--- src/hw/dacSys_consts.svh ---
// Word-addressed map; each region is 4 words and only ADDR_W, DATA_W widths of 11 and 16 are tested
`ifndef DACSYS_CONSTS_SVH
`define DACSYS_CONSTS_SVH

// ******************************
// Host bus
// ******************************
`define ADDR_W 11
`define DATA_W 16
// Returned by MISC VERSION
`define VERSION_WORD 16'h0A31

// Region bases, upper address bits select the block
`define MISC_BASE    11'h000
`define GPIO_BASE    11'h004
`define SERIAL_BASE  11'h008
`define INTERP0_BASE 11'h00C
`define INTERP1_BASE 11'h010
`define INTERP2_BASE 11'h014

// Word offsets inside a region
`define RESET_OFS   2'd0
`define VERSION_OFS 2'd1
`define CMD_OFS     2'd0
`define WDATA_OFS   2'd1
`define STATUS_OFS  2'd2
`define RATIO_OFS   2'd0
`define OFFSET_OFS  2'd1

// Both lock lines inactive high
`define GPIO_INIT 16'h0003

// ******************************
// Serial port and DAC datapath
// ******************************
// Clocks per serial bit, must be even
`define SCLK_DIV 4
// Command byte then data byte
`define FRAME_BITS 16
// Busy flag position in STATUS
`define STATUS_BUSY_BIT 8
`define SAMPLE_W 18
`define DAC_W 14
// Offset-binary zero
`define DAC_MID 14'h2000

`endif

--- src/hw/hostBusPkg.sv ---
// Host bus types only; widths follow ADDR_W and DATA_W from the consts header
`include "dacSys_consts.svh"

package hostBusPkg;

  // One bus word address
  typedef logic [`ADDR_W-1:0] addrT;
  // One bus data word
  typedef logic [`DATA_W-1:0] dataT;
  // Word offset inside a region, the low address bits
  typedef logic [1:0] offsetT;

  // Decoded register block
  // NONE covers every unmapped address
  typedef enum logic [2:0] {
    MISC,
    GPIO,
    SERIAL,
    INTERP0,
    INTERP1,
    INTERP2,
    NONE
  } regionT;

  // Serial command byte, first on the wire
  // DAC index 3 selects no chip
  typedef struct packed {
    logic       rd;
    logic [1:0] dacIdx;
    logic [4:0] regAddr;
  } serialCmdT;

endpackage

--- src/hw/dspPkg.sv ---
// Sample and DAC word types; samples are two's complement, DAC codes offset binary
`include "dacSys_consts.svh"

package dspPkg;

  // Demodulator output sample
  typedef logic signed [`SAMPLE_W-1:0] sampleT;

  // Parallel DAC bus code
  // Midscale sits at DAC_MID
  typedef logic [`DAC_W-1:0] dacWordT;

  // log2 of clocks per input sample
  // 0 to 3 gives 1, 2, 4 or 8
  typedef logic [1:0] ratioT;

endpackage

--- src/hw/hostRegs.sv ---
// Bus is synchronous to ck933; write strobes are combinational, rdData holds until the next read
`timescale 1ns/100ps
`include "dacSys_consts.svh"

module hostRegs (
  input  logic               ck933,
  input  logic               rstN,
  input  logic               nCs,
  input  logic               nWe,
  input  logic               nRd,
  input  hostBusPkg::addrT   addr,
  input  hostBusPkg::dataT   wrData,
  output hostBusPkg::dataT   rdData,
  input  hostBusPkg::dataT   serialRd,
  input  hostBusPkg::dataT   interpRd0,
  input  hostBusPkg::dataT   interpRd1,
  input  hostBusPkg::dataT   interpRd2,
  output logic               serialWrEn,
  output logic               interpWrEn0,
  output logic               interpWrEn1,
  output logic               interpWrEn2,
  output hostBusPkg::offsetT wrOffset,
  output logic               softReset,
  output hostBusPkg::dataT   gpioOut
);

  hostBusPkg::regionT region;
  hostBusPkg::dataT   rdMux;
  logic               wrStrobe;
  logic               rdStrobe;

  // ******************************
  // Address decode
  // ******************************
  // Region from the upper bits
  // Bases are 4-word aligned
  always_comb begin
    case (addr[`ADDR_W-1:2])
      (`MISC_BASE >> 2):    region = hostBusPkg::MISC;
      (`GPIO_BASE >> 2):    region = hostBusPkg::GPIO;
      (`SERIAL_BASE >> 2):  region = hostBusPkg::SERIAL;
      (`INTERP0_BASE >> 2): region = hostBusPkg::INTERP0;
      (`INTERP1_BASE >> 2): region = hostBusPkg::INTERP1;
      (`INTERP2_BASE >> 2): region = hostBusPkg::INTERP2;
      default:              region = hostBusPkg::NONE;
    endcase
  end

  // Offset shared by every block
  // Also selects the block read word
  assign wrOffset = addr[1:0];

  // Active-low strobes, qualified by chip select
  assign wrStrobe = !nCs && !nWe;
  assign rdStrobe = !nCs && !nRd;

  // Per-region write pulses, one cycle per bus write
  assign serialWrEn  = wrStrobe && (region == hostBusPkg::SERIAL);
  assign interpWrEn0 = wrStrobe && (region == hostBusPkg::INTERP0);
  assign interpWrEn1 = wrStrobe && (region == hostBusPkg::INTERP1);
  assign interpWrEn2 = wrStrobe && (region == hostBusPkg::INTERP2);

  // ******************************
  // Misc and GPIO registers
  // ******************************
  // Soft reset pulse
  // Cleared only by the pin reset so it self-terminates
  always_ff @(posedge ck933) begin
    if (!rstN) begin
      softReset <= 1'b0;
    end else begin
      softReset <= wrStrobe && (region == hostBusPkg::MISC) && (wrOffset == `RESET_OFS);
    end
  end

  // GPIO word
  // Bit 0 bit sync lock, bit 1 demod lock, both active low
  always_ff @(posedge ck933) begin
    if (!rstN || softReset) begin
      gpioOut <= `GPIO_INIT;
    end else if (wrStrobe && (region == hostBusPkg::GPIO)) begin
      gpioOut <= wrData;
    end
  end

  // ******************************
  // Read data mux
  // ******************************
  always_comb begin
    rdMux = '0;
    case (region)
      hostBusPkg::MISC: begin
        // RESET reads back as zero
        if (wrOffset == `VERSION_OFS) begin
          rdMux = `VERSION_WORD;
        end
      end
      hostBusPkg::GPIO:    rdMux = gpioOut;
      hostBusPkg::SERIAL:  rdMux = serialRd;
      hostBusPkg::INTERP0: rdMux = interpRd0;
      hostBusPkg::INTERP1: rdMux = interpRd1;
      hostBusPkg::INTERP2: rdMux = interpRd2;
      // Unmapped reads return zero
      default:             rdMux = '0;
    endcase
  end

  // Captured on the read edge
  // Held until the next read
  always_ff @(posedge ck933) begin
    if (rdStrobe) begin
      rdData <= rdMux;
    end
  end

endmodule

--- src/hw/dacSerialCtrl.sv ---
// Three-wire DAC port master; sclk is a registered enable-rate clock, WDATA writes while busy drop
`timescale 1ns/100ps
`include "dacSys_consts.svh"

module dacSerialCtrl (
  input  logic               ck933,
  input  logic               rstN,
  input  logic               softReset,
  input  logic               wrEn,
  input  hostBusPkg::offsetT wrOffset,
  input  hostBusPkg::dataT   wrData,
  output hostBusPkg::dataT   rdData,
  output logic               sclk,
  output logic [2:0]         dacNCs,
  output logic               sdioOut,
  output logic               sdioOe,
  input  logic               sdioIn
);

  localparam int phaseW  = $clog2(`SCLK_DIV);
  localparam int bitW    = $clog2(`FRAME_BITS);
  localparam int halfDiv = `SCLK_DIV / 2;

  typedef enum logic [1:0] {
    sIdle,
    sLoad,
    sShift,
    sEnd
  } stateT;

  stateT                  state;
  hostBusPkg::serialCmdT  cmd;
  logic [7:0]             txByte;
  logic [7:0]             rxByte;
  logic [`FRAME_BITS-1:0] shiftReg;
  logic [bitW-1:0]        bitCnt;
  logic [phaseW-1:0]      phase;
  logic [3:0]             selOneHot;
  logic                   busy;
  logic                   startFrame;

  assign busy = (state != sIdle);
  // A WDATA write starts a frame only when idle
  assign startFrame = wrEn && (wrOffset == `WDATA_OFS) && !busy;
  // Index 3 falls off the top, no chip selected
  assign selOneHot = 4'b0001 << cmd.dacIdx;

  // ******************************
  // Frame sequencer
  // ******************************
  always_ff @(posedge ck933) begin
    if (!rstN || softReset) begin
      state    <= sIdle;
      cmd      <= '0;
      txByte   <= '0;
      rxByte   <= '0;
      shiftReg <= '0;
      bitCnt   <= '0;
      phase    <= '0;
      sclk     <= 1'b0;
      dacNCs   <= 3'b111;
      sdioOut  <= 1'b0;
      sdioOe   <= 1'b0;
    end else begin
      case (state)
        sIdle: begin
          // Command only changes between frames
          if (wrEn && (wrOffset == `CMD_OFS)) begin
            cmd <= wrData[7:0];
          end
          if (startFrame) begin
            txByte <= wrData[7:0];
            state  <= sLoad;
          end
        end
        sLoad: begin
          // Chip select drops, first bit on the line
          shiftReg <= {cmd, txByte};
          sdioOut  <= cmd[7];
          sdioOe   <= 1'b1;
          dacNCs   <= ~selOneHot[2:0];
          bitCnt   <= '0;
          phase    <= '0;
          state    <= sShift;
        end
        sShift: begin
          phase <= phase + 1'b1;
          // Rising half of the bit
          // Held low when no chip is selected
          if (phase == phaseW'(halfDiv - 1)) begin
            sclk <= ~&dacNCs;
          end
          // Read byte sampled with sclk high
          if (cmd.rd && (bitCnt >= bitW'(8)) && (phase == phaseW'(halfDiv))) begin
            rxByte <= {rxByte[6:0], sdioIn};
          end
          // Falling edge, next bit or end of frame
          if (phase == phaseW'(`SCLK_DIV - 1)) begin
            sclk  <= 1'b0;
            phase <= '0;
            if (bitCnt == bitW'(`FRAME_BITS - 1)) begin
              dacNCs <= 3'b111;
              sdioOe <= 1'b0;
              state  <= sEnd;
            end else begin
              bitCnt   <= bitCnt + 1'b1;
              shiftReg <= shiftReg << 1;
              sdioOut  <= shiftReg[`FRAME_BITS-2];
              // Turnaround after the command byte
              if (cmd.rd && (bitCnt == bitW'(7))) begin
                sdioOe <= 1'b0;
              end
            end
          end
        end
        sEnd: begin
          // Two idle clocks with chip select high
          phase <= phase + 1'b1;
          if (phase == phaseW'(1)) begin
            state <= sIdle;
          end
        end
        default: state <= sIdle;
      endcase
    end
  end

  // ******************************
  // Register read back
  // ******************************
  always_comb begin
    rdData = '0;
    case (wrOffset)
      `CMD_OFS:   rdData[7:0] = cmd;
      `WDATA_OFS: rdData[7:0] = txByte;
      `STATUS_OFS: begin
        rdData[7:0]              = rxByte;
        rdData[`STATUS_BUSY_BIT] = busy;
      end
      default: rdData = '0;
    endcase
  end

endmodule

--- src/hw/interpolator.sv ---
// Linear interpolator; the source strobes every 2^ratio clocks and OFFSET is in sample LSBs
`timescale 1ns/100ps
`include "dacSys_consts.svh"

module interpolator (
  input  logic               ck933,
  input  logic               rstN,
  input  logic               softReset,
  input  logic               wrEn,
  input  hostBusPkg::offsetT wrOffset,
  input  hostBusPkg::dataT   wrData,
  output hostBusPkg::dataT   rdData,
  input  dspPkg::sampleT     sample,
  input  logic               sampleEn,
  output dspPkg::dacWordT    dacWord
);

  // Three fraction bits make every step exact up to ratio 3
  localparam int fracW = 3;
  localparam int accW  = `SAMPLE_W + fracW + 1;
  localparam int sumW  = accW + 2;
  // Bits dropped to reach the DAC width
  localparam int dropW = `SAMPLE_W - `DAC_W + fracW;
  localparam logic signed [sumW-1:0] roundHalf = 1 <<< (dropW - 1);
  localparam logic signed [sumW-1:0] dacMax = (1 <<< (`DAC_W - 1)) - 1;
  localparam logic signed [sumW-1:0] dacMin = -(1 <<< (`DAC_W - 1));

  dspPkg::ratioT             ratio;
  logic signed [`DATA_W-1:0] offset;
  dspPkg::sampleT            prevSample;
  dspPkg::sampleT            target;
  logic signed [accW-1:0]    acc;
  logic signed [accW-1:0]    step;
  logic [3:0]                stepsLeft;
  logic signed [sumW-1:0]    sum;
  logic signed [sumW-1:0]    rounded;
  logic signed [`DAC_W-1:0]  clipped;

  // ******************************
  // Stepping and output stage
  // ******************************
  // Slope per clock, difference scaled by 2^-ratio
  assign step = ((accW'(target) - accW'(prevSample)) <<< fracW) >>> ratio;

  // Offset added at the fraction scale
  assign sum     = sumW'(acc) + (sumW'(offset) <<< fracW);
  assign rounded = (sum + roundHalf) >>> dropW;

  // Saturate to signed DAC range
  always_comb begin
    if (rounded > dacMax) begin
      clipped = dacMax[`DAC_W-1:0];
    end else if (rounded < dacMin) begin
      clipped = dacMin[`DAC_W-1:0];
    end else begin
      clipped = rounded[`DAC_W-1:0];
    end
  end

  always_ff @(posedge ck933) begin
    if (!rstN || softReset) begin
      ratio      <= '0;
      offset     <= '0;
      prevSample <= '0;
      target     <= '0;
      acc        <= '0;
      stepsLeft  <= '0;
      dacWord    <= `DAC_MID;
    end else begin
      if (wrEn && (wrOffset == `RATIO_OFS)) begin
        ratio <= wrData[1:0];
      end
      if (wrEn && (wrOffset == `OFFSET_OFS)) begin
        offset <= wrData;
      end
      // New sample, restart the ramp from the old target
      if (sampleEn) begin
        prevSample <= target;
        target     <= sample;
        acc        <= accW'(target) <<< fracW;
        stepsLeft  <= 4'd1 << ratio;
      end else if (stepsLeft != 4'd0) begin
        // Ramp stops on the target if strobes run late
        acc       <= acc + step;
        stepsLeft <= stepsLeft - 1'b1;
      end
      // Sign bit flipped for offset binary
      dacWord <= {~clipped[`DAC_W-1], clipped[`DAC_W-2:0]};
    end
  end

  // Host read back
  always_comb begin
    rdData = '0;
    case (wrOffset)
      `RATIO_OFS:  rdData[1:0] = ratio;
      `OFFSET_OFS: rdData = offset;
      default:     rdData = '0;
    endcase
  end

endmodule

--- src/hw/dacSubsystem.sv ---
// DAC subsystem top; the sdio pad and DAC clocking sit outside, all ports synchronous to ck933
`timescale 1ns/100ps

module dacSubsystem (
  input  logic             ck933,
  input  logic             rstN,
  // Host bus
  input  logic             nCs,
  input  logic             nWe,
  input  logic             nRd,
  input  hostBusPkg::addrT addr,
  input  hostBusPkg::dataT wrData,
  output hostBusPkg::dataT rdData,
  // Demodulator sample streams
  input  dspPkg::sampleT   sample0,
  input  dspPkg::sampleT   sample1,
  input  dspPkg::sampleT   sample2,
  input  logic             sampleEn0,
  input  logic             sampleEn1,
  input  logic             sampleEn2,
  // Shared DAC serial port
  output logic             sclk,
  output logic             dacNCs0,
  output logic             dacNCs1,
  output logic             dacNCs2,
  output logic             sdioOut,
  output logic             sdioOe,
  input  logic             sdioIn,
  // Parallel DAC buses
  output dspPkg::dacWordT  dacWord0,
  output dspPkg::dacWordT  dacWord1,
  output dspPkg::dacWordT  dacWord2,
  output logic             dacRst,
  // Lock indicators, active low
  output logic             bsyncNLock,
  output logic             demodNLock
);

  hostBusPkg::offsetT wrOffset;
  hostBusPkg::dataT   serialRd;
  hostBusPkg::dataT   interpRd0;
  hostBusPkg::dataT   interpRd1;
  hostBusPkg::dataT   interpRd2;
  hostBusPkg::dataT   gpioOut;
  logic               serialWrEn;
  logic               interpWrEn0;
  logic               interpWrEn1;
  logic               interpWrEn2;
  logic               softReset;
  logic [2:0]         dacNCs;

  // ******************************
  // Host registers and decode
  // ******************************
  hostRegs hostRegs (
    .ck933       (ck933),
    .rstN        (rstN),
    .nCs         (nCs),
    .nWe         (nWe),
    .nRd         (nRd),
    .addr        (addr),
    .wrData      (wrData),
    .rdData      (rdData),
    .serialRd    (serialRd),
    .interpRd0   (interpRd0),
    .interpRd1   (interpRd1),
    .interpRd2   (interpRd2),
    .serialWrEn  (serialWrEn),
    .interpWrEn0 (interpWrEn0),
    .interpWrEn1 (interpWrEn1),
    .interpWrEn2 (interpWrEn2),
    .wrOffset    (wrOffset),
    .softReset   (softReset),
    .gpioOut     (gpioOut)
  );

  // Soft reset pulse doubles as the DAC reset pin
  assign dacRst     = softReset;
  assign bsyncNLock = gpioOut[0];
  assign demodNLock = gpioOut[1];

  // ******************************
  // Serial configuration port
  // ******************************
  dacSerialCtrl dacSerialCtrl (
    .ck933     (ck933),
    .rstN      (rstN),
    .softReset (softReset),
    .wrEn      (serialWrEn),
    .wrOffset  (wrOffset),
    .wrData    (wrData),
    .rdData    (serialRd),
    .sclk      (sclk),
    .dacNCs    (dacNCs),
    .sdioOut   (sdioOut),
    .sdioOe    (sdioOe),
    .sdioIn    (sdioIn)
  );

  assign dacNCs0 = dacNCs[0];
  assign dacNCs1 = dacNCs[1];
  assign dacNCs2 = dacNCs[2];

  // ******************************
  // Interpolators, one per DAC
  // ******************************
  interpolator interp0 (
    .ck933     (ck933),
    .rstN      (rstN),
    .softReset (softReset),
    .wrEn      (interpWrEn0),
    .wrOffset  (wrOffset),
    .wrData    (wrData),
    .rdData    (interpRd0),
    .sample    (sample0),
    .sampleEn  (sampleEn0),
    .dacWord   (dacWord0)
  );

  interpolator interp1 (
    .ck933     (ck933),
    .rstN      (rstN),
    .softReset (softReset),
    .wrEn      (interpWrEn1),
    .wrOffset  (wrOffset),
    .wrData    (wrData),
    .rdData    (interpRd1),
    .sample    (sample1),
    .sampleEn  (sampleEn1),
    .dacWord   (dacWord1)
  );

  interpolator interp2 (
    .ck933     (ck933),
    .rstN      (rstN),
    .softReset (softReset),
    .wrEn      (interpWrEn2),
    .wrOffset  (wrOffset),
    .wrData    (wrData),
    .rdData    (interpRd2),
    .sample    (sample2),
    .sampleEn  (sampleEn2),
    .dacWord   (dacWord2)
  );

endmodule

--- config.mk ---
export PLATFORM = sky130hd
export DESIGN_NAME = dacSubsystem
export DESIGN_NICKNAME = d
export VERILOG_FILES = /design/src/hw/hostBusPkg.sv /design/src/hw/dspPkg.sv /design/src/hw/hostRegs.sv /design/src/hw/dacSerialCtrl.sv /design/src/hw/interpolator.sv /design/src/hw/dacSubsystem.sv
export VERILOG_INCLUDE_DIRS = /design/src /design/src/hw
export SDC_FILE = /design/constraint.sdc
export NUM_CORES = 1
export LEC_CHECK = 0
export BUFFER_PORTS_ARGS = -buffer_cell sky130_fd_sc_hd__buf_2
export CAP_MARGIN = 20
export CORE_MARGIN = 5
export CORE_UTILIZATION = 35
export DETAILED_ROUTE_END_ITERATION = 6
export PLACE_DENSITY = 0.59
export SETUP_SLACK_MARGIN = 0.5
export SYNTH_ARGS = -nofsm -noshare
export SYNTH_HDL_FRONTEND = slang
export SYNTH_SLANG_ARGS = --single-unit
--- constraint.sdc ---
create_clock -name ck933 -period 7.1 [get_ports ck933]
set_input_delay 1.775 -clock ck933 [delete_from_list [all_inputs] [get_ports ck933]]
set_output_delay 1.775 -clock ck933 [all_outputs]
set_load 0.05 [all_outputs]
==> results.sh, run 1 <==
export IMPL_overflow=0
export IMPL_layout_drive_gt1_share=0.103
export IMPL_reg2reg_from="interp0.target[0]"
export IMPL_numPortBuffers=156
export IMPL_grt_max_degree=178
export IMPL_rsz0062_at_grt="no"
export IMPL_path_class="flip-flop to flip-flop"
export IMPL_wire_per_inst_um=16.8
export IMPL_synth_cells=2853
export IMPL_netlist_area_mm2=0.0239
export IMPL_relSlewSlack=0.258
export IMPL_min_from="hostRegs.gpioOut[9]"
export IMPL_vias=20023
export IMPL_synth_seq_cells=368
export IMPL_slowest_stage="fa_1"
export IMPL_skew_ns=0.0372
export IMPL_setup_viol=0
export IMPL_worstMarginPinSlew_ns=1.11
export IMPL_htree_levels=2
export IMPL_critPathBufInv=1
export IMPL_cts_resized=0
export IMPL_finalWeightedCongestion=0.873
export IMPL_place_hpwl_mm=47.7
export IMPL_synth_avg_cell_area_um2=8.36
export IMPL_fin_crit_sh=0.699
export IMPL_drt_iter0_drc=1400
export IMPL_die_w_um=271
export IMPL_row_count=95
export IMPL_crit_fanout=5
export IMPL_die_area_mm2=0.0735
export IMPL_r2r_end="interp0.acc[21]"
export IMPL_setup_tns_ns=0
export IMPL_period_minus_slack_ns=4.96
export IMPL_hold_buffers=0
export IMPL_ff2ff_path_depth=22
export IMPL_arrival_ns=5.41
export IMPL_area_growth_pct=12.9
export IMPL_grt_pass1_wl_mm=103
export IMPL_core_area_mm2=0.0674
export IMPL_status="finished clean"
export IMPL_finalPower_w=0.00682
export IMPL_final_common_cell="dfxtp_1"
export IMPL_hold_path_depth=2
export IMPL_fill_cells=6739
export IMPL_r2r_slack_ns=2.14
export IMPL_start_util=0.354
export IMPL_leakage_nw=11.7
export IMPL_synth_edff_count=16
export IMPL_clock_fmax_mhz=201
export IMPL_ant_nets=0
export IMPL_first_global_vias=18882
export IMPL_peakVddDrop_v=0.000172
export IMPL_root_buffer="clkbuf_16"
export IMPL_setup_worst_path_end_class="flip-flop"
export IMPL_drc=0
export IMPL_critical_path_cell_chain="inv_1 > ha_1 > fa_1 > o21ai_0 > a2111oi_2 > o32ai_1 > nor2_1 > xnor2_1 > mux2i_1 > nand2_1 > o21a_1 > ha_1 > a21o_1 > a21oi_1 > nor2b_1 > o211ai_1 > a41oi_1 > a21oi_1 > a21o_1 > a21oi_1 > xnor2_1 > o22ai_1"
export IMPL_critical_path_startpoint_type="flip-flop"
export IMPL_layout_common_cells="dfxtp_1 (352), nor2_1 (313), nand2_1 (308), a21oi_1 (257), ha_1 (241)"
export IMPL_crit_top_cell="a21oi_1"
export IMPL_die_h_um=271
export IMPL_required_ns=7.54
export IMPL_clock_sinks=368
export IMPL_cts_tree="built"
export IMPL_clockBufferDepth=3
export IMPL_numCtsBuffers=43
export IMPL_critPathTopFamily="compound AO/OA/AOI/OAI gates"
export IMPL_power_density_mw_per_mm2=253
export IMPL_drtPass1Iterations=6
export IMPL_synth_ff_type="dfxtp_1"
export IMPL_async_flop_share=0
export IMPL_max_cap_viol_count=0
export IMPL_path_clk_slew_ns=0.06
export IMPL_yosysSeqAreaShare=0.316
export IMPL_yosysWarnings=0
export IMPL_yosysUniqueCellTypes=91
export IMPL_via_per_inst=5.20
export IMPL_ioPinCount=157
export IMPL_grt_usage=0.170
export IMPL_totalWireLength_mm=64.9
export IMPL_whs_endpoint="hostRegs.gpioOut[9]"
export IMPL_hold_violations=0
export IMPL_hold_class="flip-flop to flip-flop"
export IMPL_nets=3271
export IMPL_cts_setup_buffers=0
export IMPL_syn_num_nets=3190
export IMPL_insertion_delay_ns=0.60
export IMPL_maxSlewViolCount=0
export IMPL_cpPeakStageDelay_ns=0.47
export IMPL_grt_antenna_before_repair=18
final cells by class:
class                   instances  area, um^2  share of cell area
repair buffers                172         921              0.0342
inverters                     147         552              0.0205
well taps                     873        1090              0.0406
flip-flops and latches        368        7530               0.279
clock inverters                32         382              0.0142
diodes                          9        22.5            0.000836
multi-input cells            2202       15300               0.567
clock buffers                  48        1170              0.0433
where the power goes:
part	internal (W)	switching [W]
logic	0.000824	0.00122
clock network	0.00145	0.000969
registers	0.00224	0.000112
cell families after synthesis:
| family | synth area share |
|---|---|
| and+or+nand+nor | 0.167 |
| AOI/OAI and AO/OA | 0.189 |
| DFF | 0.316 |
| buffers and inverters | 0.0455 |
| adders and majority gates | 0.131 |
| muxes | 0.101 |
| xor gates and xnor gates | 0.0496 |
per-stage QoR:
step | instances | cell area, um^2 | hold WS (ns) | setup WS, ns | util
after floorplan | 2853 | 23900 | 0.431 | 2.50 | -
final | 3851 | 26900 | 0.457 | 2.14 | 0.400
after detailed placement | 3759 | 25300 | 0.445 | 1.86 | 0.376
after global routing | 3847 | 26900 | 0.466 | 1.68 | 0.400
after CTS | 3839 | 26900 | 0.453 | 2.15 | 0.399
after global placement | 3759 | 25300 | 0.444 | 1.85 | 0.376
synthesized netlist by cell type (9+ instances only):
master	count	area share
o21ai_0	107	0.022
and2_1	17	0.0045
a21boi_0	9	0.0028
a21oi_1	257	0.054
a31oi_1	18	0.0047
mux4_2	13	0.012
inv_1	144	0.023
o21a_1	19	0.0060
ha_1	241	0.13
buf_1	16	0.0025
nor2b_1	38	0.010
mux2i_1	208	0.087
dfxtp_1	352	0.30
nor2_1	313	0.049
o211ai_1	20	0.0063
nand2_1	308	0.048
o21bai_1	10	0.0031
clkbuf_1	109	0.017
and3_1	20	0.0052
o31ai_1	12	0.0038
a21o_1	54	0.017
nand3_1	49	0.010
a222oi_1	12	0.0050
a211oi_1	49	0.015
or3_1	26	0.0068
a31o_2	10	0.0037
edfxtp_1	16	0.020
nor3_1	56	0.012
xor2_1	44	0.016
nand2b_1	32	0.0084
a22oi_1	10	0.0031
o21ai_1	12	0.0025
xnor2_1	91	0.033
nand4_1	9	0.0024
a22o_1	9	0.0033
layer usage:
layer / global-route usage / share of wire / vias to the layer above
li1: - / - / 10309
met1: 0.225 / 0.46 / 9173
met2: 0.279 / 0.45 / 401
met3: 0.0358 / 0.057 / 120
met4: 0.0543 / 0.029 / 20
met5: 0 / 0.0018 / -
registers in the layout, indices dropped and copies added, names as in the netlist, 14 cells and up:
register,flops
interp0.prevSample,18
interp2.prevSample,18
interp1.acc,22
hostRegs.gpioOut,16
interp2.dacWord,14
dacSerialCtrl.shiftReg,15
interp1.dacWord,14
interp2.offset,16
interp0.dacWord,14
hostRegs.rdData,16
interp2.acc,22
interp1.offset,16
interp1.target,18
interp0.target,18
interp0.acc,22
interp1.prevSample,18
interp0.offset,16
interp2.target,18
worst min-delay path: stages (launching register included):
cell     delay (ns)
dfxtp_1        0.31
nand2_1        0.05
a21oi_1        0.05
worst max-delay path by stage:
stage | endpoint | from | slack, ns | cells after the start
after detailed placement | hostRegs.rdData[0] | addr[7] | 1.86 | 13
final | interp0.acc[21] | interp0.target[0] | 2.14 | 22
after CTS | interp0.acc[21] | interp0.target[0] | 2.15 | 22
after global routing | interp0.acc[21] | interp0.target[0] | 1.68 | 22
after floorplan | hostRegs.rdData[9] | addr[7] | 2.50 | 12
after global placement | hostRegs.rdData[0] | addr[7] | 1.85 | 13
Power figures use the tool's default switching activity.
==> inputs of run 2 (changes only) <==
- ABC_AREA: default -> 1
- PLACE_DENSITY: 0.59 -> 0.61
- clock period: 7.1 -> 4.3 ns (I/O delays scaled with it)
==> results.sh, run 2 <==
export IMPL_status="finished clean"
export IMPL_synth_top_area_cell="dfxtp_1"
export IMPL_layout_common_cells="nand2_1 (961), inv_1 (450), dfxtp_1 (352), a21oi_1 (344), nor2_1 (278)"
export IMPL_core_area_mm2=0.0741
export IMPL_grt_usage=0.204
export IMPL_vias=25667
export IMPL_ant_nets=0
export IMPL_path_clk_slew_ns=0.06
export IMPL_seqPwrFrac=0.331
export IMPL_max_cap_viol_count=0
export IMPL_drtPass1Iterations=6
export IMPL_final_area_mm2=0.0296
export IMPL_grt_pass1_wl_mm=132
export IMPL_layout_drive_gt1_share=0.108
export IMPL_area_growth_pct=13.9
export IMPL_crit_path_start="interp0.target[2]"
export IMPL_synth_top_cell_area_share=0.271
export IMPL_synth_avg_cell_area_um2=6.73
export IMPL_htree_levels=2
export IMPL_async_flop_share=0
export IMPL_clock_fmax_mhz=281
export IMPL_required_ns=4.74
export IMPL_critical_path_cell_chain="ha_1 > a21oi_1 > nand2_1 > a21oi_2 > xnor2_1 > nand2_1 > a31oi_1 > ha_1 > a21oi_1 > a21boi_2 > o21ai_0 > nand3_1 > nand2_1 > or2_2 > nand3_1 > a21oi_1"
export IMPL_finalWeightedCongestion=0.927
export IMPL_overflow=0
export IMPL_yosysSeqAreaShare=0.289
export IMPL_hold_buffers=0
export IMPL_wire_per_inst_um=16.6
export IMPL_insertion_delay_ns=0.59
export IMPL_drc=0
export IMPL_via_per_inst=5.13
export IMPL_netlist_area_mm2=0.0260
export IMPL_fill_cells=7925
export IMPL_totalWireLength_mm=83.1
export IMPL_clock_sinks=368
export IMPL_grt_max_degree=69
export IMPL_fin_crit_sh=0.827
export IMPL_power_frac_clock=0.322
export IMPL_first_global_vias=24428
export IMPL_peakVddDrop_v=0.000317
export IMPL_yosysWarnings=0
export IMPL_start_util=0.351
export IMPL_timing_hold_ws_ns=0.452
export IMPL_skew_ns=0.0200
export IMPL_numCtsBuffers=45
export IMPL_root_buffer="clkbuf_16"
export IMPL_hold_violations=0
export IMPL_synth_ff_type="dfxtp_1"
export IMPL_power_density_mw_per_mm2=404
export IMPL_swShare=0.381
export IMPL_place_hpwl_mm=65.6
export IMPL_yosysUniqueCellTypes=63
export IMPL_power_switching_w=0.00456
export IMPL_setup_ws_ns=0.746
export IMPL_numPortBuffers=156
export IMPL_arrival_ns=3.99
export IMPL_p_int_w=0.00740
export IMPL_combPwrFrac=0.348
export IMPL_relSlewSlack=0.292
export IMPL_dpl_cell_area_mm2=0.0278
export IMPL_synthTopCellsByCount="nand2_1 (965), inv_1 (450), a21oi_1 (362)"
export IMPL_critical_path_startpoint_type="flip-flop"
export IMPL_syn_num_nets=4202
export IMPL_cpPeakStageDelay_ns=0.37
export IMPL_final_common_cell="nand2_1"
export IMPL_maxSlewViolCount=0
export IMPL_leakage_nw=13.8
export IMPL_die_w_um=283
export IMPL_synth_edff_count=16
export IMPL_min_from="hostRegs.gpioOut[15]"
export IMPL_synth_seq_cells=368
export IMPL_die_h_um=283
export IMPL_synth_most_common_cell="nand2_1"
export IMPL_slowest_stage="ha_1"
export IMPL_drt_iter0_drc=1658
export IMPL_worstMarginPinSlew_ns=1.06
export IMPL_reg2reg_from="interp0.target[2]"
export IMPL_setup_worst_path_end_class="flip-flop"
export IMPL_nets=4327
export IMPL_synth_cells=3865
export IMPL_period_minus_slack_ns=3.55
export IMPL_die_area_mm2=0.0799
export IMPL_clockBufferDepth=3
export IMPL_setup_tns_ns=0
export IMPL_crit_fanout=5
export IMPL_setup_viol=0
export IMPL_synthTopCellsByArea="dfxtp_1 (27%), nand2_1 (14%), ha_1 (12%)"
export IMPL_path_class="flip-flop to flip-flop"
export IMPL_cts_tree="built"
export IMPL_row_count=100
export IMPL_reg_largest_list="interp0.acc x22, interp1.acc x22, interp2.acc x22"
export IMPL_grt_antenna_before_repair=16
export IMPL_dp_slack_ns=0.407
export IMPL_rsz0062_at_grt="yes"
export IMPL_hold_class="flip-flop to flip-flop"
export IMPL_ioPinCount=157
-- run 2: metal layers --
| metal | global-route usage | vias up | wire length, um |
|---|---|---|---|
| met5 | 0 | - | 67 |
| met3 | 0.0377 | 109 | 5120 |
| met2 | 0.324 | 579 | 36200 |
| met1 | 0.287 | 11734 | 39800 |
| li1 | - | 13235 | - |
| met4 | 0.0507 | 10 | 2020 |
-- run 2: cell type report --
class,instances,area [um^2],area share
Multi-Input combinational cell,2907,16500,0.557
Sequential cell,368,7530,0.254
Inverter,466,1760,0.0593
Clock buffer,63,1280,0.0434
Tap cell,969,1210,0.0409
Timing Repair Buffer,202,1130,0.0380
Clock inverter,19,204,0.00689
Antenna cell,7,17.5,0.000591
-- run 2: critical path, delay by kind of cell, from the launching register on --
| family | cells | cell delay, ns |
|---|---|---|
| xor gates and xnor gates | 1 | 0.18 |
| DFF | 1 | 0.33 |
| AOI/OAI and AO/OA | 7 | 1.38 |
| and+or+nand+nor | 6 | 0.79 |
| adders and majority gates | 2 | 0.71 |
-- run 2: path summary, 6_finish.rpt --
kind,depth (start not counted),to,slack [ns]
worst max-delay path,16,interp0.acc[16],0.75
worst min-delay path,2,hostRegs.gpioOut[15],0.45
worst max register to register,16,interp0.acc[16],0.75
worst min register to register,2,hostRegs.gpioOut[15],0.45
-- run 2: cell families (layout without fill, tap and decap cells) --
family,count (synthesis),in the layout,synth area share
other cells,0,7,0
flops,368,368,0.289
simple gates,1676,1676,0.274
compound gates,900,900,0.200
buf+inv,590,750,0.0873
fa+ha+maj,247,247,0.121
mux,10,10,0.00385
xor+xnor,74,74,0.0249
-- run 2: power groups by stage --
stage               clock network [W]  registers, W  logic (W)
floorplan                           0       0.00434    0.00263
global placement                    0       0.00402    0.00395
detailed placement                  0       0.00402    0.00396
CTS                           0.00394       0.00395    0.00399
global route                  0.00408       0.00398    0.00468
finish                        0.00385       0.00395    0.00416
-- run 2: repair_timing --
item | in CTS | in global routing
gates cloned | 0 | 0
gates resized for setup | 2 | 91
endpoints found under the setup margin | 3 | 37
pin swaps | 0 | 19
buffers inserted | 0 | 7
-- run 2: stage by stage --
step	std cells	util	total power [W]
3_5_place_dp	4905	0.375	0.00798
5_1_grt	4996	0.400	0.0127
3_3_place_gp	4905	0.375	0.00798
4_1_cts	4987	0.395	0.0119
6_report	5001	0.400	0.0120
2_1_floorplan	3865	-	0.00697
